$ cat src/common/soc_bus_pkg.sv
// load/store bus package
// bus widths, address map and decoder target select

package soc_bus_pkg;

  ////////////////////////////////////////
  // bus widths
  ////////////////////////////////////////

  localparam int unsigned addr_w = 15;          // byte address
  localparam int unsigned data_w = 32;
  localparam int unsigned ben_w  = data_w/8;    // one enable per byte

  // byte offset inside a word, 2 bits for 32-bit data
  localparam int unsigned byte_ofs_w = $clog2(ben_w);

  ////////////////////////////////////////
  // address map
  ////////////////////////////////////////

  // bit 14 splits the space in half, memory below and peripherals above
  localparam int unsigned sel_bit = 14;
  // inside the peripheral half, bit 6 picks gpio (0) or uart (1)
  localparam int unsigned per_bit = 6;

  // word address into the lower half, 4096 words
  localparam int unsigned mem_aw = sel_bit - byte_ofs_w;

  ////////////////////////////////////////
  // decoder targets
  ////////////////////////////////////////

  typedef enum logic [1:0] {
    sel_mem,   // data memory
    sel_gpio,  // gpio controller
    sel_uart   // uart transmitter
  } target_e;

endpackage : soc_bus_pkg

$ cat src/common/soc_periph_pkg.sv
// peripheral package
// register offsets for gpio and uart, baud divider, uart tx states

package soc_periph_pkg;

  ////////////////////////////////////////
  // gpio
  ////////////////////////////////////////

  localparam int unsigned gpio_w = 32;  // pin count

  // byte offsets, only bits 5:2 take part in the compare
  localparam logic [6:0] reg_out = 7'h00;  // output value
  localparam logic [6:0] reg_oen = 7'h04;  // output enable
  localparam logic [6:0] reg_in  = 7'h08;  // synchronized input, read only

  ////////////////////////////////////////
  // uart
  ////////////////////////////////////////

  localparam logic [6:0] reg_txd  = 7'h40;  // transmit byte, write only
  localparam logic [6:0] reg_stat = 7'h44;  // bit 0 busy

  // clocks per bit, kept short so frames simulate fast
  localparam int unsigned baud_div = 8;
  localparam int unsigned baud_cw  = $clog2(baud_div);

  // data bits per frame and a bit counter with headroom above 7
  localparam int unsigned data_bits = 8;
  localparam int unsigned bit_cw    = $clog2(data_bits + 1);

  // transmitter states
  typedef enum logic [1:0] {
    st_idle,   // line high, waiting for a byte
    st_start,  // start bit, line low
    st_data,   // 8 data bits, lsb first
    st_stop    // stop bit, line high
  } uart_state_e;

endpackage : soc_periph_pkg

$ cat src/verilog/soc_gpio.sv
// gpio controller
// output and output enable registers plus a two flop
// synchronizer on the input pins, all readable by offset

`timescale 1ns/1ns

module soc_gpio (
  input  logic                             clk,
  input  logic                             arst_n,
  // bus side
  input  logic                             vld,
  input  logic                             wen,
  input  logic [soc_bus_pkg::addr_w-1:0]    adr,
  input  logic [soc_bus_pkg::data_w-1:0]    wdt,
  output logic [soc_bus_pkg::data_w-1:0]    rdt,
  // pins
  output logic [soc_periph_pkg::gpio_w-1:0] gpio_out,
  output logic [soc_periph_pkg::gpio_w-1:0] gpio_oe,
  input  logic [soc_periph_pkg::gpio_w-1:0] gpio_in
);

  import soc_bus_pkg::*;
  import soc_periph_pkg::*;

  logic              wr_out;  // write to reg_out
  logic              wr_oen;  // write to reg_oen
  logic [gpio_w-1:0] in_meta; // first sync stage
  logic [gpio_w-1:0] in_sync; // second stage, this one is read

  assign wr_out = vld & wen & (adr[5:2] == reg_out[5:2]);
  assign wr_oen = vld & wen & (adr[5:2] == reg_oen[5:2]);

  ////////////////////////////////////////
  // output registers
  ////////////////////////////////////////

  // full word writes, byte enables are not looked at
  always_ff @(posedge clk or negedge arst_n) begin
    if (!arst_n) begin
      gpio_out <= '0;
      gpio_oe  <= '0;  // all pins start as inputs
    end else begin
      if (wr_out) gpio_out <= wdt[gpio_w-1:0];
      if (wr_oen) gpio_oe  <= wdt[gpio_w-1:0];
    end
  end

  ////////////////////////////////////////
  // input synchronizer
  ////////////////////////////////////////

  // pins are asynchronous to clk
  always_ff @(posedge clk) begin
    in_meta <= gpio_in;
    in_sync <= in_meta;
  end

  ////////////////////////////////////////
  // read back
  ////////////////////////////////////////

  always_ff @(posedge clk) begin
    if (vld && !wen) begin
      case (adr[5:2])
        reg_out[5:2]: rdt <= data_w'(gpio_out);
        reg_oen[5:2]: rdt <= data_w'(gpio_oe);
        reg_in[5:2]:  rdt <= data_w'(in_sync);
        default:      rdt <= '0;  // unmapped offsets read zero
      endcase
    end
  end

endmodule : soc_gpio

$ cat config.mk
export PLATFORM = sky130hd
export DESIGN_NAME = soc_gpio
export DESIGN_NICKNAME = d
export VERILOG_FILES = /design/src/common/soc_bus_pkg.sv /design/src/common/soc_periph_pkg.sv /design/src/verilog/soc_gpio.sv
export SDC_FILE = /design/constraint.sdc
export NUM_CORES = 1
export LEC_CHECK = 0
export BUFFER_PORTS_ARGS = -buffer_cell sky130_fd_sc_hd__buf_2
export CAP_MARGIN = 40
export CORE_ASPECT_RATIO = 0.7
export CORE_MARGIN = 10
export CORE_UTILIZATION = 53
export DETAILED_ROUTE_END_ITERATION = 12
export PLACE_DENSITY = 0.85
export SYNTH_ARGS = -nofsm -noshare
export SYNTH_HDL_FRONTEND = slang
export SYNTH_SLANG_ARGS = --single-unit
$ cat constraint.sdc
create_clock -name clk -period 1.5 [get_ports clk]
set_input_delay 0.075 -clock clk [delete_from_list [all_inputs] [get_ports clk]]
set_output_delay 0.075 -clock clk [all_outputs]
set_load 0.05 [all_outputs]
* After elaboration in Yosys (flattened, before gate mapping) *
Cells that the tools add are included.

storage, ports and cells
  register bits after elaboration = 160
  bits of input ports = 83
  logic and storage cells = 14

cells by class
  bitwise logic cells = 3
  equal/unequal tests = 2
  reductions and logical operators = 3
  muxes and demuxes = 1

operators with widths
  operator            number
  $pmux 32 s3         1
  $eq 4x1->1 const B  1
  $eq 4x2->1 const B  1
  $logic_not 4->1     1
  $and 1x1->1         3
  $logic_and 1x1->1   1
  $logic_not 1->1     1

* Depth between registers and ports, before layout *
Gate-level depths: netlist of the first run.

  depth after elaboration = 2
  gate-level depth with buffers = 4

* Least setup slack after synthesis of the first run *
Ideal clock, no wire load.

  kind = input -> register
  from = input port wen
  to = register rdt[0] in the netlist's numbering, enable pin
  arrival = 1,527 ps
  library setup time = 425 ps
  path slack = -453 ps
  required time = 1,075 ps
  cell stages on the path = 1
  cell sequence = nor2b_1

between the ends
  word-level cells in the longest chain between the ends = 2

RTL lines
  item                    RTL line        text
  start: declaration      soc_gpio.sv:12  input logic wen,
  $logic_not 1->1         soc_gpio.sv:63  if (vld && !wen) begin
  $logic_and 1x1->1       soc_gpio.sv:63
  end signal: assignment  soc_gpio.sv:65  reg_out[5:2]: rdt <= data_w'(gpio_out);
  end signal: assignment  soc_gpio.sv:66  reg_oen[5:2]: rdt <= data_w'(gpio_oe);
  end signal: assignment  soc_gpio.sv:67  reg_in[5:2]: rdt <= data_w'(in_sync);
  end: declaration        soc_gpio.sv:15  output logic [soc_bus_pkg::data_w-1:0] rdt,

No other way between the ends.
A chain may end at the register's enable or synchronous reset.

* Final worst setup path of the first run *
  from = register gpio_oe[7] in the netlist's numbering
  to = register rdt[7] in the netlist's numbering (data pin)

between the ends
  word-level cells in the longest chain between the ends = 1

RTL lines
  item                      RTL line        text
  start: declaration        soc_gpio.sv:18  output logic [soc_periph_pkg::gpio_w-1:0] gpio_oe,
  start signal: assignment  soc_gpio.sv:44  if (wr_oen) gpio_oe <= wdt[gpio_w-1:0];
  $pmux 32 s3               soc_gpio.sv:64  case (adr[5:2])

No other way between the ends.

==> Flow_metrics.wiki, run 1 <==
{| class="wikitable"
! Metric !! Value
|-
| Clock insertion delay at the later pin of the skew report || 0.41 ns
|-
| Number of failing setup endpoints in the final timing report || 0
|-
| Largest driver fanout on the critical path || 3
|-
| Total power draw || 12100 uW
|-
| Data required time at the worst endpoint || roughly 1.6 ns
|-
| Postcts setup bufs || 0
|-
| Number of H-tree branching levels || 4
|-
| Total global-route track usage || ~22%
|-
| Drt initial violations || 379
|-
| Count of input and output buffers || between 150 and 200
|-
| Cell area reported after detailed placement || 6330 um^2
|-
| Maximum number of pins on one net before global-route repair || between 60 and 70
|-
| Total number of yosys warnings || 0
|-
| Fin. Hold Viols || 0
|-
| Number of antenna violations at the first check in global routing || 0
|-
| Worst slew slack as a fraction of its limit || between 30% and 40%
|-
| Die outline area || 14300 um^2
|-
| Inserted Clock Buffers || 17
|-
| Layout overhead on the synthesized area || 45.0%
|-
| Average vias per placed instance || about 5.3
|-
| Die height || roughly 100 um
|-
| Drt pass-1 iters || 6
|-
| Kind of critical path || reg -> reg
|-
| Last weighted congestion value of the routability-driven placer || 0.779
|-
| Count of cell types in the netlist || 17
|-
| Detailed-placement wirelength estimate || 9.40 mm
|-
| Worst Tran Pin Value || ~0.91 ns
|-
| First-pass GRT wire length || between 20 and 25 mm
|-
| Min-delay worst type || in -> async
|-
| Buffer depth of the longest clock path || 2
|-
| Max Freq || 0.818 GHz
|-
| Detailed-route wire length per cell || between 20 and 25 um
|-
| Vias || approximately 3700
|-
| Wire length reported by the detailed router || between 15 and 20 mm
|-
| Total negative setup slack || 0 ns
|-
| Most common cell after layout, fill and taps aside || sky130_fd_sc_hd__buf_2
|-
| Post-Synthesis Net Count || 395
|-
| Share of cells above drive strength 1 || approximately half
|-
| Max-cap violations || 0
|-
| Highest layer used for signal routing || met4
|-
| RSZ-0062 raised after global routing || no
|-
| Static leakage || roughly 0.0038 uW
|-
| Final standard cell area without fillers || about 7600 um^2
|-
| Clock Pin Slew Worst Setup and Hold Paths || about 0.060 ns
|-
| Met1 Routed Length || 5.91 mm
|-
| Run status || finished clean
|-
| Post-Syn Instances || 312
|-
| Arrival time at the worst endpoint || approximately 1.4 ns
|-
| Post-synthesis instance area || ~5200 um^2
|-
| DRC violation count after routing || 0
|-
| Cells resized by post-CTS repair || 0
|-
| Final Skew || 0.00888 ns
|-
| Hold Worst Slack || around 0.21 ns
|-
| Sum of overflow across all layers after global routing || 0
|-
| Power density over the cells || 1600 nW/um^2
|-
| Seq/Total Area, Yosys || 73.6%
|-
| Inserted Diodes || 0
|-
| Worst setup EP type || register
|-
| Clk sink count || 160
|-
| Starting Density || between 50% and 60%
|-
| Final worst-path cycle share || 81.5%
|-
| CTS tree || built
|-
| Number of nets with antenna violations after routing || 0
|-
| Number of buffers inserted for hold repair after clock tree synthesis || 65
|-
| CTS Root Buffer Type || sky130_fd_sc_hd__clkbuf_16
|-
| Area of the core || 9650 um^2
|-
| Final-report max-slew violation count || 0
|-
| Most frequent cells in the layout || sky130_fd_sc_hd__buf_2, sky130_fd_sc_hd__dlygate4sd3_1, sky130_fd_sc_hd__dfrtp_1, sky130_fd_sc_hd__dfxtp_1, sky130_fd_sc_hd__mux2_2
|-
| Critical Path Source Type || register
|-
| Worst voltage drop across the vdd grid || about 0.0012 V
|-
| Non-filler cells in the finished layout || roughly 710
|-
| Yosys reg bits || between 150 and 200
|-
| Net total in the final layout || 647
|-
| Length of routed met2 wiring || between 8 and 9 mm
|-
| Via count of the first global-routing pass || 4116
|-
| Length of routed met3 wiring || ~1.3 mm
|-
| Cell count after placement || 608
|-
| # rows || 30
|-
| Post-synthesis average cell area || 16.7 um^2
|-
| Minimum clock period || ~1.2 ns
|-
| I/O pin count || 179
|-
| Width of the chip || 139 um
|}
## flip-flops by register name (all words and copies together) (netlist names)
| name | cells |
|---|---|
| in_sync | 32 |
| rdt | 32 |
| gpio_out | 32 |
| gpio_oe | 32 |
| in_meta | 32 |
## power by group
group	switching [uW]	total (uW)	leakage, uW	internal (uW)
Combinational	1830	2570	0.00181	735
Clock	1710	4320	0.000298	2610
Sequential	342	5230	0.00167	4890
Total	3880	12100	0.00377	8230
## final cells by class
class                   instances  area (um^2)
flip-flops and latches        160         3840
fillers                       519         2070
multi-input cells             105         1180
well taps                     128          160
inverters                      32          120
clock buffers                  21          472
repair buffers                248         1670
clock inverters                11          126
## worst max-delay path, cell delays in order, from the launching register on
cell	delay (ns)
sky130_fd_sc_hd__dfrtp_1	0.41
sky130_fd_sc_hd__a222oi_1	0.43
sky130_fd_sc_hd__inv_1	0.12
## per-stage QoR
| step | util [%] | setup slack [ns] |
|---|---|---|
| floorplan | - | 0.146 |
| global placement | 65.6 | -0.0389 |
| detailed placement | 65.6 | -0.118 |
| CTS | 78.5 | 0.263 |
| global route | 78.5 | 0.238 |
| finish | 78.5 | 0.278 |
## cell usage after synthesis, drive strengths merged
master	number	area, um^2
a222oi	32	320
and2b	1	7.51
buf	13	103
clkbuf	2	7.51
dfrtp	64	1600
dfxtp	64	1280
edfxtp	32	961
inv	32	120
mux2	64	721
nand4	2	42.5
nor2	2	10.0
nor2b	1	6.26
nor4	1	12.5
nor4b	2	30.0
## path summary, 6_finish.rpt
| check | startpoint | end | slack [ns] | cells past startpoint |
|---|---|---|---|---|
| worst max-delay path | gpio_oe[7] | rdt[7] | 0.28 | 2 |
| worst min-delay path | arst_n | gpio_oe[23] | 0.21 | 3 |
| worst max register to register | gpio_oe[7] | rdt[7] | 0.28 | 2 |
| worst min register to register | in_meta[17] | in_sync[17] | 0.33 | 0 |
| max in group asynchronous | arst_n | gpio_out[13] | 0.97 | 3 |
| min in group clk | vld | gpio_oe[5] | 0.25 | 4 |
## logic make-up (layout without fill, tap and decap cells)
kind of cell    after synthesis  in the layout  synth area share, %
flops                       160            160                 73.6
compound gates               32             32                 6.13
buf+inv                      47            312                 4.41
mux                          64             64                 13.8
simple gates                  9              9                 2.08
## routing by layer
metal	track usage (%)	vias up
met5	0	-
met4	6.31	0
met3	7.64	19
met2	39.3	201
met1	24.0	1871
li1	-	1658
Power figures use the tool's default switching activity.
==> run 2, diff against run 1 <==
--- a/config.mk
+++ b/config.mk
@@ -9,9 +9,9 @@
 export CAP_MARGIN = 40
 export CORE_ASPECT_RATIO = 0.7
 export CORE_MARGIN = 10
-export CORE_UTILIZATION = 53
+export CORE_UTILIZATION = 49
 export DETAILED_ROUTE_END_ITERATION = 12
-export PLACE_DENSITY = 0.85
+export PLACE_DENSITY = 0.79
 export SYNTH_ARGS = -nofsm -noshare
 export SYNTH_HDL_FRONTEND = slang
 export SYNTH_SLANG_ARGS = --single-unit
==> constraint.sdc (replaced) <==
create_clock -name clk -period 1.15 [get_ports clk]
set_input_delay 0.0575 -clock clk [delete_from_list [all_inputs] [get_ports clk]]
set_output_delay 0.0575 -clock clk [all_outputs]
set_load 0.05 [all_outputs]
==> run 2 against run 1 <==
- sequential power increased by 32%
- non-clock buffer count grew 8
- global-route usage fell by 1.8 points
- register-to-register slack got worse by 0.26 ns
- clock power rose by 35%
- cell area rose by 3.4%
- via count about the same
- first-iteration DRC count shrank 15%
- sequential share of layout area fell by 0.63 points
- largest cell class unchanged
- largest power group unchanged
==> Flow_metrics.wiki, run 2 (synthesis results as in run 1) <==
{| class="wikitable"
! Metric !! Value
|-
| Run status || finished clean
|-
| Final core utilization || between 70% and 80%
|-
| Minimum clock period || ~1.1 ns
|-
| Die height || 106 um
|-
| Worst voltage drop across the vdd grid || around 0.0016 V
|-
| Critical Path Source Type || register
|-
| Starting Density || 50.3%
|-
| Kind of critical path || reg -> reg
|-
| Most common cell after layout, fill and taps aside || sky130_fd_sc_hd__buf_2
|-
| First-pass GRT wire length || ~23 mm
|-
| Final Skew || about 0.0077 ns
|-
| Worst slew slack as a fraction of its limit || between 60% and 70%
|-
| Sum of overflow across all layers after global routing || 0
|-
| Filler Cells Inserted || roughly 660
|-
| Worst setup EP type || register
|-
| Min-delay worst type || in -> async
|-
| Die outline area || between 15000 and 20000 um^2
|-
| Maximum number of pins on one net before global-route repair || 65
|-
| I/O pin count || roughly 180
|-
| DRC violation count after routing || 0
|-
| CTS tree || built
|-
| Average vias per placed instance || around 5.2
|-
| Final-report max-slew violation count || 0
|-
| Net total in the final layout || between 600 and 700
|-
| Largest driver fanout on the critical path || 3
|-
| Clock Pin Slew Worst Setup and Hold Paths || approximately 0.060 ns
|-
| Clk sink count || 160
|-
| Count of input and output buffers || ~170
|-
| Total global-route track usage || 19.9%
|-
| Clock insertion delay at the later pin of the skew report || 0.41 ns
|-
| Static leakage || 0.00375 uW
|-
| Detailed-route wire length per cell || ~21 um
|-
| Number of failing setup endpoints in the final timing report || 0
|-
| Total negative setup slack || 0 ns
|-
| Drt pass-1 iters || 8
|-
| Vias || between 3000 and 4000
|-
| Via count of the first global-routing pass || approximately 4200
|-
| Share of cells above drive strength 1 || about three fifths
|-
| Number of H-tree branching levels || 4
|-
| Detailed-placement wirelength estimate || approximately 9.7 mm
|-
| Inserted Clock Buffers || 17
|-
| Number of antenna violations at the first check in global routing || 0
|-
| Power density over the cells || roughly 2100 nW/um^2
|-
| Max Freq || slightly below 0.9 GHz
|-
| Data required time at the worst endpoint || 1.30 ns
|-
| Postcts setup bufs || 0
|-
| Area of the core || between 10000 and 15000 um^2
|-
| # rows || 31
|-
| Arrival time at the worst endpoint || about 1.3 ns
|-
| Buffer depth of the longest clock path || 2
|-
| Max-cap violations || 0
|-
| Final worst-path cycle share || around 98%
|-
| Drt initial violations || about 320
|-
| Width of the chip || ~140 um
|-
| RSZ-0062 raised after global routing || yes
|-
| Last weighted congestion value of the routability-driven placer || about 0.78
|-
| Worst Tran Pin Value || 0.504 ns
|-
| Layout overhead on the synthesized area || 49.9%
|-
| Fin. Hold Viols || 0
|-
| CTS Root Buffer Type || sky130_fd_sc_hd__clkbuf_16
|-
| Hold Worst Slack || 0.188 ns
|-
| Inserted Diodes || 0
|-
| Number of nets with antenna violations after routing || 0
|-
| Most frequent cells in the layout || sky130_fd_sc_hd__buf_2, sky130_fd_sc_hd__dlygate4sd3_1, sky130_fd_sc_hd__dfrtp_2, sky130_fd_sc_hd__dfxtp_1, sky130_fd_sc_hd__mux2_2
|-
| Wire length reported by the detailed router || ~15 mm
|}
==> run 2: layout make-up <==
class	instances	area, um^2	share of cell area, %
clock buffer	21	472	6.02
clock inverter	11	151	1.93
inverter	32	120	1.53
multi-input combinational	105	1180	15.1
sequential	160	3920	50.1
tap	132	165	2.11
timing repair buffer	256	1810	23.2
==> run 2: power breakdown <==
| part | leakage, uW | internal (uW) | switching (uW) |
|---|---|---|---|
| Clock | 0.000304 | 3630 | 2210 |
| Combinational | 0.00186 | 1040 | 2380 |
| Sequential | 0.00159 | 6460 | 439 |
==> run 2: what timing repair did <==
action	CTS	global route
setup endpoints to repair	1	28
cloned	0	0
hold buffers	65	0
pin swaps	0	5
resized for setup	1	19
hold endpoints to repair	160	0
==> run 2: per-stage QoR <==
stage          cell area, um^2  setup WS, ns  total power, uW  instances
2_1_floorplan             5310        0.0114             9140        312
3_3_place_gp              6510        -0.110            10100        620
3_5_place_dp              6510        -0.138            10200        620
4_1_cts                   7780      0.000604            16200        717
5_1_grt                   7830       -0.0687            16700        717
6_report                  7830        0.0217            16200        717
==> run 2: worst paths after layout <==
path                        startpoint      endpoint  slack [ns]  cells after the start
hold / removal                  arst_n   gpio_out[3]        0.19                      3
setup / recovery           gpio_oe[29]       rdt[29]        0.02                      2
min in group clk                   vld   gpio_out[6]        0.21                      4
max in group asynchronous       arst_n  gpio_out[20]        0.62                      3
setup reg to reg           gpio_oe[29]       rdt[29]        0.02                      2
hold reg to reg            in_meta[15]   in_sync[15]        0.33                      0
==> run 2: per-layer routing <==
metal | global-route usage (%) | wire (um) | part of all wire (%) | vias to the layer above
met2 | 33.6 | 7650 | 51 | 190
li1 | - | - | - | 1678
met3 | 7.29 | 1400 | 9.3 | 19
met5 | 0 | 0 | 0 | -
met4 | 5.81 | 146 | 0.97 | 0
met1 | 23.2 | 5800 | 39 | 1865
==> run 2: worst max-delay path, cell delays in order, from the launching register on <==
cell and delay [ns]:
sky130_fd_sc_hd__dfrtp_2 0.42, sky130_fd_sc_hd__a222oi_1 0.38, sky130_fd_sc_hd__inv_1 0.07
