File: src/common/soc_bus_pkg.sv
// load/store bus package
// bus widths, address map and decoder target select

package soc_bus_pkg;

  ////////////////////////////////////////
  // bus widths
  ////////////////////////////////////////

  localparam int unsigned addr_w = 15;          // byte address
  localparam int unsigned data_w = 32;
  localparam int unsigned ben_w  = data_w/8;    // one enable per byte

  // byte offset inside a word, 2 bits for 32-bit data
  localparam int unsigned byte_ofs_w = $clog2(ben_w);

  ////////////////////////////////////////
  // address map
  ////////////////////////////////////////

  // bit 14 splits the space in half, memory below and peripherals above
  localparam int unsigned sel_bit = 14;
  // inside the peripheral half, bit 6 picks gpio (0) or uart (1)
  localparam int unsigned per_bit = 6;

  // word address into the lower half, 4096 words
  localparam int unsigned mem_aw = sel_bit - byte_ofs_w;

  ////////////////////////////////////////
  // decoder targets
  ////////////////////////////////////////

  typedef enum logic [1:0] {
    sel_mem,   // data memory
    sel_gpio,  // gpio controller
    sel_uart   // uart transmitter
  } target_e;

endpackage : soc_bus_pkg

File: src/verilog/soc_bus_dec.sv
// load/store bus decoder
// splits the request strobe into memory, gpio and uart strobes
// and steers the returning read data back one cycle later

`timescale 1ns/1ns

module soc_bus_dec (
  input  logic                          clk,
  input  logic                          arst_n,
  // bus from outside
  input  logic                          ls_vld,
  input  logic                          ls_wen,
  input  logic [soc_bus_pkg::addr_w-1:0] ls_adr,
  output logic [soc_bus_pkg::data_w-1:0] ls_rdt,
  // target strobes
  output logic                          mem_vld,
  output logic                          gpio_vld,
  output logic                          uart_vld,
  // target read data, registered inside each target
  input  logic [soc_bus_pkg::data_w-1:0] mem_rdt,
  input  logic [soc_bus_pkg::data_w-1:0] gpio_rdt,
  input  logic [soc_bus_pkg::data_w-1:0] uart_rdt
);

  import soc_bus_pkg::*;

  target_e tgt;     // target of the current request
  target_e rd_tgt;  // target of the read issued last cycle

  ////////////////////////////////////////
  // request decode
  ////////////////////////////////////////

  always_comb begin
    if (!ls_adr[sel_bit]) begin
      tgt = sel_mem;                 // lower half
    end else if (!ls_adr[per_bit]) begin
      tgt = sel_gpio;                // 0x00..0x3f
    end else begin
      tgt = sel_uart;                // 0x40..0x7f
    end
  end

  assign mem_vld  = ls_vld & (tgt == sel_mem);
  assign gpio_vld = ls_vld & (tgt == sel_gpio);
  assign uart_vld = ls_vld & (tgt == sel_uart);

  ////////////////////////////////////////
  // read return path
  ////////////////////////////////////////

  // remember who answers next cycle, writes leave it alone
  always_ff @(posedge clk or negedge arst_n) begin
    if (!arst_n) begin
      rd_tgt <= sel_mem;
    end else if (ls_vld && !ls_wen) begin
      rd_tgt <= tgt;
    end
  end

  // data is only meaningful the cycle after a read
  always_comb begin
    case (rd_tgt)
      sel_gpio: ls_rdt = gpio_rdt;
      sel_uart: ls_rdt = uart_rdt;
      default:  ls_rdt = mem_rdt;
    endcase
  end

  // never more than one target strobed per request
  a_one_target : assert property (
    @(posedge clk) disable iff (!arst_n)
    $onehot0({mem_vld, gpio_vld, uart_vld})
  );

endmodule : soc_bus_dec

File: config.mk
export PLATFORM = sky130hd
export DESIGN_NAME = soc_bus_dec
export DESIGN_NICKNAME = d
export VERILOG_FILES = /design/src/common/soc_bus_pkg.sv /design/src/verilog/soc_bus_dec.sv
export SDC_FILE = /design/constraint.sdc
export NUM_CORES = 1
export LEC_CHECK = 0
export BUFFER_PORTS_ARGS = -buffer_cell sky130_fd_sc_hd__buf_4
export CAP_MARGIN = 15
export CORE_AREA = 2 2 58 60
export CTS_CLUSTER_DIAMETER = 100
export DETAILED_ROUTE_END_ITERATION = 8
export DIE_AREA = 0 0 60 62
export PLACE_DENSITY = 0.79
export SLEW_MARGIN = 20
export SYNTH_ARGS = -nofsm -noshare
export SYNTH_HDL_FRONTEND = slang
export SYNTH_SLANG_ARGS = --single-unit
File: constraint.sdc
create_clock -name clk -period 2.7 [get_ports clk]
set_input_delay 0.405 -clock clk [delete_from_list [all_inputs] [get_ports clk]]
set_output_delay 0.405 -clock clk [all_outputs]
set_load 0.05 [all_outputs]
Word-level counts from Yosys, hierarchy flattened
Index checks and enable logic that the tools add are counted.
- flip-flop bits (word level): 2
- logic and storage cells: 14
- equality and inequality tests: 4
- muxes and demuxes: 3
- bitwise operators: 3
- reductions and logical operators: 3
- operators by type and width (operator ; count):
    32-bit case mux with 2 select lines ; 1
    2-bit by 1-bit == test with 1-bit output (second input constant) ; 2
    2-bit == test (second input constant) ; 2
    2-bit two-way mux ; 2
    1-bit bitwise AND ; 3
    2-bit zero test ; 1
    1-bit logical AND ; 1
    1-bit zero test ; 1

Depth between registers and ports, before layout
Gate-level depths: netlist of run 1.
- depth in word-level cells: 4
- gate-level depth with buffers: 6
- mapped depth without buffers: 4

Worst setup path before layout of run 1
OpenSTA, ideal clock, no wires.
- kind: reg-to-output
- from: reg rd_tgt[0]
- to: out ls_rdt[26] (netlist name)
- data arrival time: 1.904 ns
- required time: 2.295 ns
- slack: 0.391 ns
- stages on the path, launching flop included: 5
- path buffers: 1
- path through: dfrtp_1 > inv_1 > ha_1 > buf_2 > o21ai_0
- cells in the longest elaborated chain, start to end: 2
- elaborated cells on any way between the ends: 3
- ends and longest elaborated chain (element ; line ; source):
    start, declared ; soc_bus_dec.sv:28 ; target_e rd_tgt;
    start signal, assigned ; soc_bus_dec.sv:55 ; rd_tgt <= sel_mem;
    start signal, assigned ; soc_bus_dec.sv:57 ; rd_tgt <= tgt;
    2-bit == test / 2-bit by 1-bit == test with 1-bit output (equally long branches) ; soc_bus_dec.sv:63 ; case (rd_tgt)
    32-bit case mux with 2 select lines * ; soc_bus_dec.sv:63 ;
    end, declared ; soc_bus_dec.sv:14 ; output logic [soc_bus_pkg::data_w-1:0] ls_rdt,
Every way passes the cells marked *; elsewhere a longest branch is shown, timed or not.

Worst setup path after layout of run 1
- from: reg rd_tgt[1]
- to: out ls_rdt[28] (netlist name)
The elaborated chain is that of the path after synthesis.

==> results_dict.tcl, run 1 <==
set metrics [dict create \
    placed_cells 298 \
    ys_async_sr_fraction_pct 100.0 \
    die_h_um 62 \
    grt_pass1_wl_um 4719 \
    vias 1400 \
    final_max_slew_viol_count 0 \
    regMostFlops "rd_tgt" \
    antenna_left 0 \
    relSlewSlack_pct 75.34 \
    cp_max_fo 13 \
    setup_viol 0 \
    first_pass_iters 4 \
    antenna_found_initial 0 \
    wl_met3_um 342 \
    clk_latency_ps 230 \
    vdd_drop_max_mv 0.3497 \
    dieArea_um2 3720 \
    grt-ovfl-total 0 \
    synth_common_cells "nand2_1, a22oi_1, o21ai_1, buf_2" \
    fin_nets 375 \
    ys_seq_area_share_pct 6.734 \
    initial_core_util_pct 23.38 \
    pin_count 150 \
    diodes 0 \
    cts-htree-levels 1 \
    die_w_um 60 \
    worst_pin_slew_ps 370.0 \
    area.sequential_um2 50.05 \
    power_per_cell_area_nw_per_um2 564.1 \
    cts_made_buffers 3 \
    cp-start-kind "flip-flop" \
    critPathKind "flip-flop to primary output" \
    yosysUniqueCellTypes 14 \
    rows 21 \
    fin_setup_tns_ps 0 \
    synth-seq-cells 2 \
    grt_pass1_vias 1151 \
    synth_nets 241 \
    cts_setup_buffers 0 \
    rsz0062_at_grt "false" \
    largest_register_ff_count 2 \
    highest_layer "met4" \
    synth_area_um2 743.2 \
    leakage_uw 0.0009392 \
    grt_max_degree 35 \
    max_clock_freq_mhz 454.4 \
    n_fill_cell 336 \
    fin_skew_ps 0 \
    layout-drive-gt1-share_pct 56.64 \
    area_delta_synth_final_pct 143.6 \
    postSynthAreaPerCell_um2 5.994 \
    yosysMostFrequentCell "nand2_1" \
    whs_ps 463.5 \
    status "finished clean" \
    multiInputGateArea_um2 604.3 \
    synth_edf_count 0 \
    track_usage_pct 15.77 \
    crit_slowest_cell "dfrtp_1" \
    cts.sink_count 2 \
    synth_cells 124 \
    post_dp_cell_area_um2 1778 \
    wl_um 3385 \
    drc 0 \
    finalCriticalPeriod_ps 2201 \
    cts_tree "built" \
    clk_pin_slew_ps 30 \
    fin_crit_sh_pct 81.51 \
    finalHoldViolations 0 \
    cap_violations 0 \
    cpPeakStageDelay_ps 380 \
    crit_chain "inv_1, ha_1, buf_4, a22oi_1, o21ai_0, buf_4" \
    portBuffers 136 \
    synth_top_area_cell "a22oi_1" \
    synth_warnings 0 \
    place_congestion 0.6962 \
    yosysTopAreaCellShare_pct 32.32 \
    clockBufferDepth 2 \
    synth-main-ff-cell "dfrtp_1" \
    ctsRootBufferMaster "clkbuf_4" \
    postLayoutCellArea_um2 1810 \
    cp.required_ps 2300 \
    place_hpwl_um 2708 \
    final_cells 302 \
    yosys-top-cells-area "a22oi_1, o21ai_1, nand2_1, buf_2, dfrtp_1" \
    avgViaCountPerCell 4.636 \
    wl_met1_um 1295 \
    endpoint_kind "primary output" \
    top_regs "rd_tgt x2" \
    drt_iter0_markers 84 \
    path_common_cell "buf_4" \
    coreArea_um2 3179 \
    hold_class "primary input to flip-flop" \
    critical_path_arrival_ps 1800 \
    post_drt_wl_per_cell_um 11.21 \
    routed-wl-met2_um 1732 \
]
==> kinds of logic (layout without fill, tap and decap cells) <==
| kind of cell | Yosys count | count (layout) | synth area share (%) |
|---|---|---|---|
| flops | 2 | 2 | 6.734 |
| simple gates | 39 | 39 | 21.72 |
| fa+ha+maj | 2 | 2 | 3.366 |
| compound gates | 65 | 65 | 54.54 |
| buf+inv | 15 | 147 | 12.29 |
| mux | 1 | 1 | 1.347 |
==> per-layer routing <==
layer	vias up	GRT usage (%)
met3	2	2.277
met1	604	19.41
li1	724	-
met5	-	0
met4	0	3.810
met2	70	28.88
==> stage by stage <==
stage | setup WS [ps] | util (%) | total power (µW)
finish | 499.3 | 56.95 | 1021
CTS | 444.2 | 56.95 | 1032
global placement | 720.7 | 55.92 | 954.1
detailed placement | 673.8 | 55.92 | 959.2
global route | 342.0 | 56.95 | 1090
floorplan | 390.9 | - | 650.7
==> where the power goes <==
part	switching, µW	total, µW	internal (µW)
registers	2.17	36.0	33.9
clock network	17.5	66.5	49.0
logic	601	919	318
total	621	1020	401
==> layout make-up <==
cell class	instances	area share, %
Clock buffer	3	1.244
Inverter	2	0.4147
Multi-Input combinational cell	107	33.38
Sequential cell	2	2.764
Tap cell	46	3.179
Timing Repair Buffer	142	59.02
==> what timing repair did <==
item | CTS | global route
hold buffers | 1 | 0
gates resized for setup | 0 | 0
hold endpoints to repair | 2 | 0
endpoints found under the setup margin | 0 | 0
==> critical path, delay by kind of cell, from the launching register on <==
kind | cells | cell delay, ps
compound gates | 2 | 240
flops | 1 | 380
buf+inv | 3 | 580
fa+ha+maj | 1 | 380
==> cell usage in the layout, fill, tap and decap left out, drive strengths merged, types with 2 or more instances in the layout <==
| master | synthesis | final |
|---|---|---|
| o21ai | 33 | 33 |
| ha | 2 | 2 |
| a22oi | 32 | 32 |
| buf | 13 | 141 |
| nor2b | 2 | 2 |
| dfrtp | 2 | 2 |
| inv | 2 | 2 |
| clkbuf | 0 | 3 |
| nand2 | 34 | 34 |
==> path summary, 6_finish.rpt <==
check	endpoint	cells past startpoint	slack [ps]	from
max in group asynchronous	rd_tgt[1]	2	2110	arst_n
max reg2reg	rd_tgt[0]	2	2050	rd_tgt[0]
min in group asynchronous	rd_tgt[0]	2	500	arst_n
max	ls_rdt[28]	6	500	rd_tgt[1]
min reg2reg	rd_tgt[1]	2	580	rd_tgt[1]
min	rd_tgt[1]	3	460	ls_adr[6]
Power figures use the tool's default switching activity.
==> run 2, diff against run 1 <==
--- a/config.mk
+++ b/config.mk
@@ -7,11 +7,12 @@
 export LEC_CHECK = 0
 export BUFFER_PORTS_ARGS = -buffer_cell sky130_fd_sc_hd__buf_4
 export CAP_MARGIN = 15
-export CORE_AREA = 2 2 58 60
+export CORE_ASPECT_RATIO = 1.25
+export CORE_MARGIN = 2
+export CORE_UTILIZATION = 22
 export CTS_CLUSTER_DIAMETER = 100
 export DETAILED_ROUTE_END_ITERATION = 8
-export DIE_AREA = 0 0 60 62
-export PLACE_DENSITY = 0.79
+export PLACE_DENSITY = 0.76
 export SLEW_MARGIN = 20
 export SYNTH_ARGS = -nofsm -noshare
 export SYNTH_HDL_FRONTEND = slang
==> constraint.sdc (replaced) <==
create_clock -name clk -period 1.9 [get_ports clk]
set_input_delay 0.285 -clock clk [delete_from_list [all_inputs] [get_ports clk]]
set_output_delay 0.285 -clock clk [all_outputs]
set_load 0.05 [all_outputs]
==> results_dict.tcl, run 2 (synthesis results as in run 1) <==
set metrics [dict create \
    clk_pin_slew_ps 30 \
    cts_made_buffers 3 \
    die_w_um 55.99 \
    portBuffers 136 \
    crit_family "buffers and inverters" \
    whs_ps 364.4 \
    post_drt_wl_per_cell_um 12.94 \
    top_regs "rd_tgt x2" \
    cp_max_fo 19 \
    path_depth 5 \
    drc 0 \
    placed_cells 290 \
    rrSetupSlack_ps 1180 \
    fin_skew_ps 0 \
    ctsRootBufferMaster "clkbuf_8" \
    rows 23 \
    cts_tree "built" \
    drt_iter0_markers 65 \
    clk_latency_ps 200 \
    diodes 0 \
    cpPeakStageDelay_ps 370 \
    holdPathStages 3 \
    n_fill_cell 317 \
    antenna_left 0 \
    vias 1448 \
    cap_violations 0 \
    hold_class "primary input to flip-flop" \
    coreArea_um2 3223 \
    power_per_cell_area_nw_per_um2 851.5 \
    grt-ovfl-total 0 \
    finalCriticalPeriod_ps 1793 \
    wl_um 3818 \
    crit_slowest_cell "dfrtp_1" \
    rsz0062_at_grt "false" \
    cp.required_ps 1620 \
    endpoint_kind "primary output" \
    first_pass_iters 4 \
    initial_core_util_pct 23.06 \
    dieArea_um2 3862 \
    final_cells 295 \
    worst_pin_slew_ps 206.7 \
    vdd_drop_max_mv 0.7889 \
    fin_nets 377 \
    final_cell_mix "buf_4, nand2_1, a22oi_1" \
    die_h_um 68.99 \
    critical_path_arrival_ps 1510 \
    track_usage_pct 16.25 \
    setup_viol 0 \
    fin_setup_tns_ps 0 \
    place_congestion 0.6953 \
    grt_max_degree 39 \
    antenna_found_initial 0 \
    grt_pass1_wl_um 5175 \
    pin_count 150 \
    cts_setup_buffers 0 \
    largest_register_ff_count 2 \
    fin_crit_sh_pct 94.35 \
    area_delta_synth_final_pct 173.1 \
    cts.sink_count 2 \
    grt_pass1_vias 1184 \
    leakage_uw 0.001026 \
    finalHoldViolations 0 \
    cp-start-kind "flip-flop" \
    place_hpwl_um 2949 \
    ff2ff_path_depth 2 \
    max_clock_freq_mhz 557.8 \
    final_max_slew_viol_count 0 \
    relSlewSlack_pct 86.22 \
    avgViaCountPerCell 4.908 \
    crit_chain "inv_1, ha_4, clkbuf_16, o21ai_2, buf_4" \
    status "finished clean" \
    critPathBufInv 3 \
    final_common_cell "buf_4" \
    clockBufferDepth 2 \
    layout-drive-gt1-share_pct 68.22 \
    regMostFlops "rd_tgt" \
    critPathKind "flip-flop to primary output" \
    cts-htree-levels 1 \
]
==> run 2: cell count changes in the layout (fill, tap and decap cells not counted) <==
cell / change
o21ai_2: +28
o21ai_1: -26
buf_4: -6
buf_12: +4
buf_6: +3
clkbuf_4: -3
clkbuf_8: +3
o21ai_0: -2
clkbuf_16: +1
ha_1: -1
ha_4: +1
==> run 2: power breakdown <==
group	switching, µW	total, µW	internal (µW)
registers	4.09	52.3	48.2
clock network	26.8	160	133
logic	949	1520	567
==> run 2: path summary, 6_finish.rpt <==
| path | from | endpoint |
|---|---|---|
| worst min-delay path | ls_adr[14] | rd_tgt[1] |
| min in group asynchronous | arst_n | rd_tgt[0] |
| max in group asynchronous | arst_n | rd_tgt[1] |
| worst max-delay path | rd_tgt[0] | ls_rdt[15] |
| worst min register to register | rd_tgt[1] | rd_tgt[1] |
| worst max register to register | rd_tgt[0] | rd_tgt[0] |
==> run 2: area by class of cell <==
type	count	area, µm²	share of cell area (%)
repair buffers	144	1162	57.27
multi-input cells	107	721.9	35.57
flip-flops and latches	2	50.05	2.466
well taps	37	46.29	2.281
clock buffers	3	41.29	2.035
inverters	2	7.507	0.3699
==> run 2: metrics by stage <==
step	instance area, µm²	total power (µW)	worst slack [ps]	util [%]
final	2029	1728	107.3	62.97
after global routing	2029	1825	4.379	62.97
after CTS	1981	1687	22.42	61.45
after global placement	1929	1506	247.4	59.86
after detailed placement	1929	1518	244.0	59.86
after floorplan	848.3	1019	-289.1	-
==> run 2: timing repair <==
| item | CTS | global route |
|---|---|---|
| hold endpoints to repair | 2 | 0 |
| endpoints found under the setup margin | 0 | 24 |
| gates resized for setup | 0 | 7 |
| hold buffers | 1 | 0 |
==> run 2: per-layer routing <==
layer  part of all wire [%]  wire length, µm  vias up  track usage (%)
li1                       -                -      734                -
met1                     38             1440      648            18.19
met2                     54             2072       66            32.79
met3                    8.0              305        0            3.172
met4                      0                0        0            1.786
met5                      0                0        -                0
==> run 2: worst min-delay path, cell delays in order <==
cell and delay, ps:
buf_4 120, nand2_1 50, mux2i_1 60
==> run 3, diff against run 2 <==
--- a/config.mk
+++ b/config.mk
@@ -5,14 +5,15 @@
 export SDC_FILE = /design/constraint.sdc
 export NUM_CORES = 1
 export LEC_CHECK = 0
+export ABC_AREA = 1
 export BUFFER_PORTS_ARGS = -buffer_cell sky130_fd_sc_hd__buf_4
 export CAP_MARGIN = 15
 export CORE_ASPECT_RATIO = 1.25
 export CORE_MARGIN = 2
-export CORE_UTILIZATION = 22
+export CORE_UTILIZATION = 27
 export CTS_CLUSTER_DIAMETER = 100
 export DETAILED_ROUTE_END_ITERATION = 8
-export PLACE_DENSITY = 0.76
+export PLACE_DENSITY = 0.78
 export SLEW_MARGIN = 20
 export SYNTH_ARGS = -nofsm -noshare
 export SYNTH_HDL_FRONTEND = slang
==> results_dict.tcl, run 3 <==
set metrics [dict create \
    track_usage_pct 18.47 \
    coreArea_um2 3483 \
    largest_register_ff_count 2 \
    layout-drive-gt1-share_pct 41.32 \
    yosysMostFrequentCell "nand2_1" \
    final_common_cell "nand2_1" \
    die_h_um 71.61 \
    synth-seq-cells 2 \
    antenna_left 0 \
    critical_path_arrival_ps 1520 \
    worst_pin_slew_ps 164.4 \
    avgViaCountPerCell 4.333 \
    cts-htree-levels 1 \
    synth_cells 227 \
    post_dp_cell_area_um2 2008 \
    fin_nets 482 \
    diodes 0 \
    post_drt_wl_per_cell_um 9.923 \
    status "finished clean" \
    area_delta_synth_final_pct 114.4 \
    postLayoutCellArea_um2 2117 \
    cap_violations 0 \
    clk_latency_ps 210 \
    place_hpwl_um 3164 \
    grt-ovfl-total 0 \
    yosysUniqueCellTypes 10 \
    synth-main-ff-cell "dfrtp_1" \
    cts.sink_count 2 \
    dieArea_um2 4159 \
    yosys-top-cells-area "nand2_1, buf_6, dfrtp_1, ha_1, buf_2" \
    fin_setup_tns_ps 0 \
    cp-start-kind "flip-flop" \
    grt_max_degree 21 \
    first_pass_iters 5 \
    die_w_um 58.09 \
    post-route-util_pct 60.78 \
    vdd_drop_max_mv 0.5119 \
    yosysTopAreaCellShare_pct 75.29 \
    finalHoldViolations 0 \
    initial_core_util_pct 28.34 \
    max_clock_freq_mhz 554.1 \
    top_regs "rd_tgt x2" \
    finalCriticalPeriod_ps 1805 \
    final_cell_mix "nand2_1, buf_4, buf_6" \
    grt_pass1_vias 1518 \
    final_max_slew_viol_count 0 \
    synth_edf_count 0 \
    synth_area_um2 987.2 \
    regMostFlops "rd_tgt" \
    synth_nets 344 \
    grt_pass1_wl_um 6265 \
    drt_iter0_markers 83 \
    wl_um 3989 \
    synth_top_area_cell "nand2_1" \
    place_congestion 0.7897 \
    clk_pin_slew_ps 30 \
    vias 1742 \
    finalPower_uw 1445 \
    antenna_found_initial 0 \
    fin_crit_sh_pct 94.98 \
    rows 24 \
    leakage_uw 0.001374 \
    clockBufferDepth 2 \
    cts_tree "built" \
    endpoint_kind "primary output" \
    postSynthAreaPerCell_um2 4.349 \
    setup_viol 0 \
    fin_skew_ps 0 \
    drc 0 \
    relSlewSlack_pct 88.96 \
    hold_class "primary input to flip-flop" \
    synth_common_cells "nand2_1, buf_6, inv_1, buf_2, nor2_1" \
    ys_async_sr_fraction_pct 100.0 \
    power_per_cell_area_nw_per_um2 682.6 \
    whs_ps 318.7 \
    cp_max_fo 20 \
    ctsRootBufferMaster "clkbuf_8" \
    portBuffers 136 \
    cts_made_buffers 3 \
    ys_seq_area_share_pct 5.070 \
    rsz0062_at_grt "true" \
    synth_warnings 0 \
    critPathKind "flip-flop to primary output" \
    cp.required_ps 1620 \
    pin_count 150 \
]
## run 3: per-layer routing
metal  routed length, µm  up-vias  track usage [%]
li1                    -      939                -
met1                1400      722            19.61
met2                2138       74            35.10
met3                 394        7            4.152
met4                  56        0            5.943
met5                   0        -                0
## run 3: worst paths after layout
check,slack (ps),cells after the start,startpoint,endpoint
worst min register to register,510,2,rd_tgt[0],rd_tgt[0]
min in group asynchronous,400,2,arst_n,rd_tgt[1]
worst max register to register,1250,2,rd_tgt[1],rd_tgt[1]
worst min-delay path,320,4,ls_wen,rd_tgt[0]
worst max-delay path,100,7,rd_tgt[0],ls_rdt[10]
max in group asynchronous,1410,2,arst_n,rd_tgt[0]
## run 3: power by group
| group | switching [µW] | internal (µW) | total [µW] |
|---|---|---|---|
| combinational | 766 | 457 | 1220 |
| sequential | 3.78 | 47.4 | 51.2 |
| clock | 36.9 | 134 | 171 |
| total | 807 | 638 | 1450 |
## run 3: per-stage QoR
step / setup slack [ps] / std cells
floorplan: 213.8 / 227
global placement: 222.3 / 397
detailed placement: 203.4 / 397
CTS: 7.928 / 401
global route: -9.530 / 402
finish: 95.42 / 402
## run 3: layout make-up
type | instances | area [µm²]
fillers | 371 | 1366
repair buffers | 146 | 1156
multi-input cells | 206 | 795.8
flip-flops and latches | 2 | 50.05
well taps | 39 | 48.80
clock buffers | 3 | 41.29
inverters | 6 | 25.02
## run 3: critical path, stage by stage (launching register included)
cell     delay [ps]
dfrtp_1         390
inv_1            70
ha_2            300
inv_4            90
buf_12          140
nand2_1          70
nand2_1          60
buf_4           190
## run 3: repair_timing
action,in CTS,in global routing
endpoints found under the setup margin,20,32
hold buffers,1,0
gates resized for setup,1,13
hold endpoints to repair,2,0
setup buffers,0,1
## run 3: kinds of logic (layout without fill, tap and decap cells)
logic type               count (synthesis)  after routing  synth area share (%)
AO/OA/AOI/OAI                            1              1                0.5065
buffers and inverters                   19            155                 14.58
flip-flops                               2              2                 5.070
adder cells (fa/ha/maj)                  2              2                 2.534
AND/OR/NAND/NOR                        203            203                 77.31
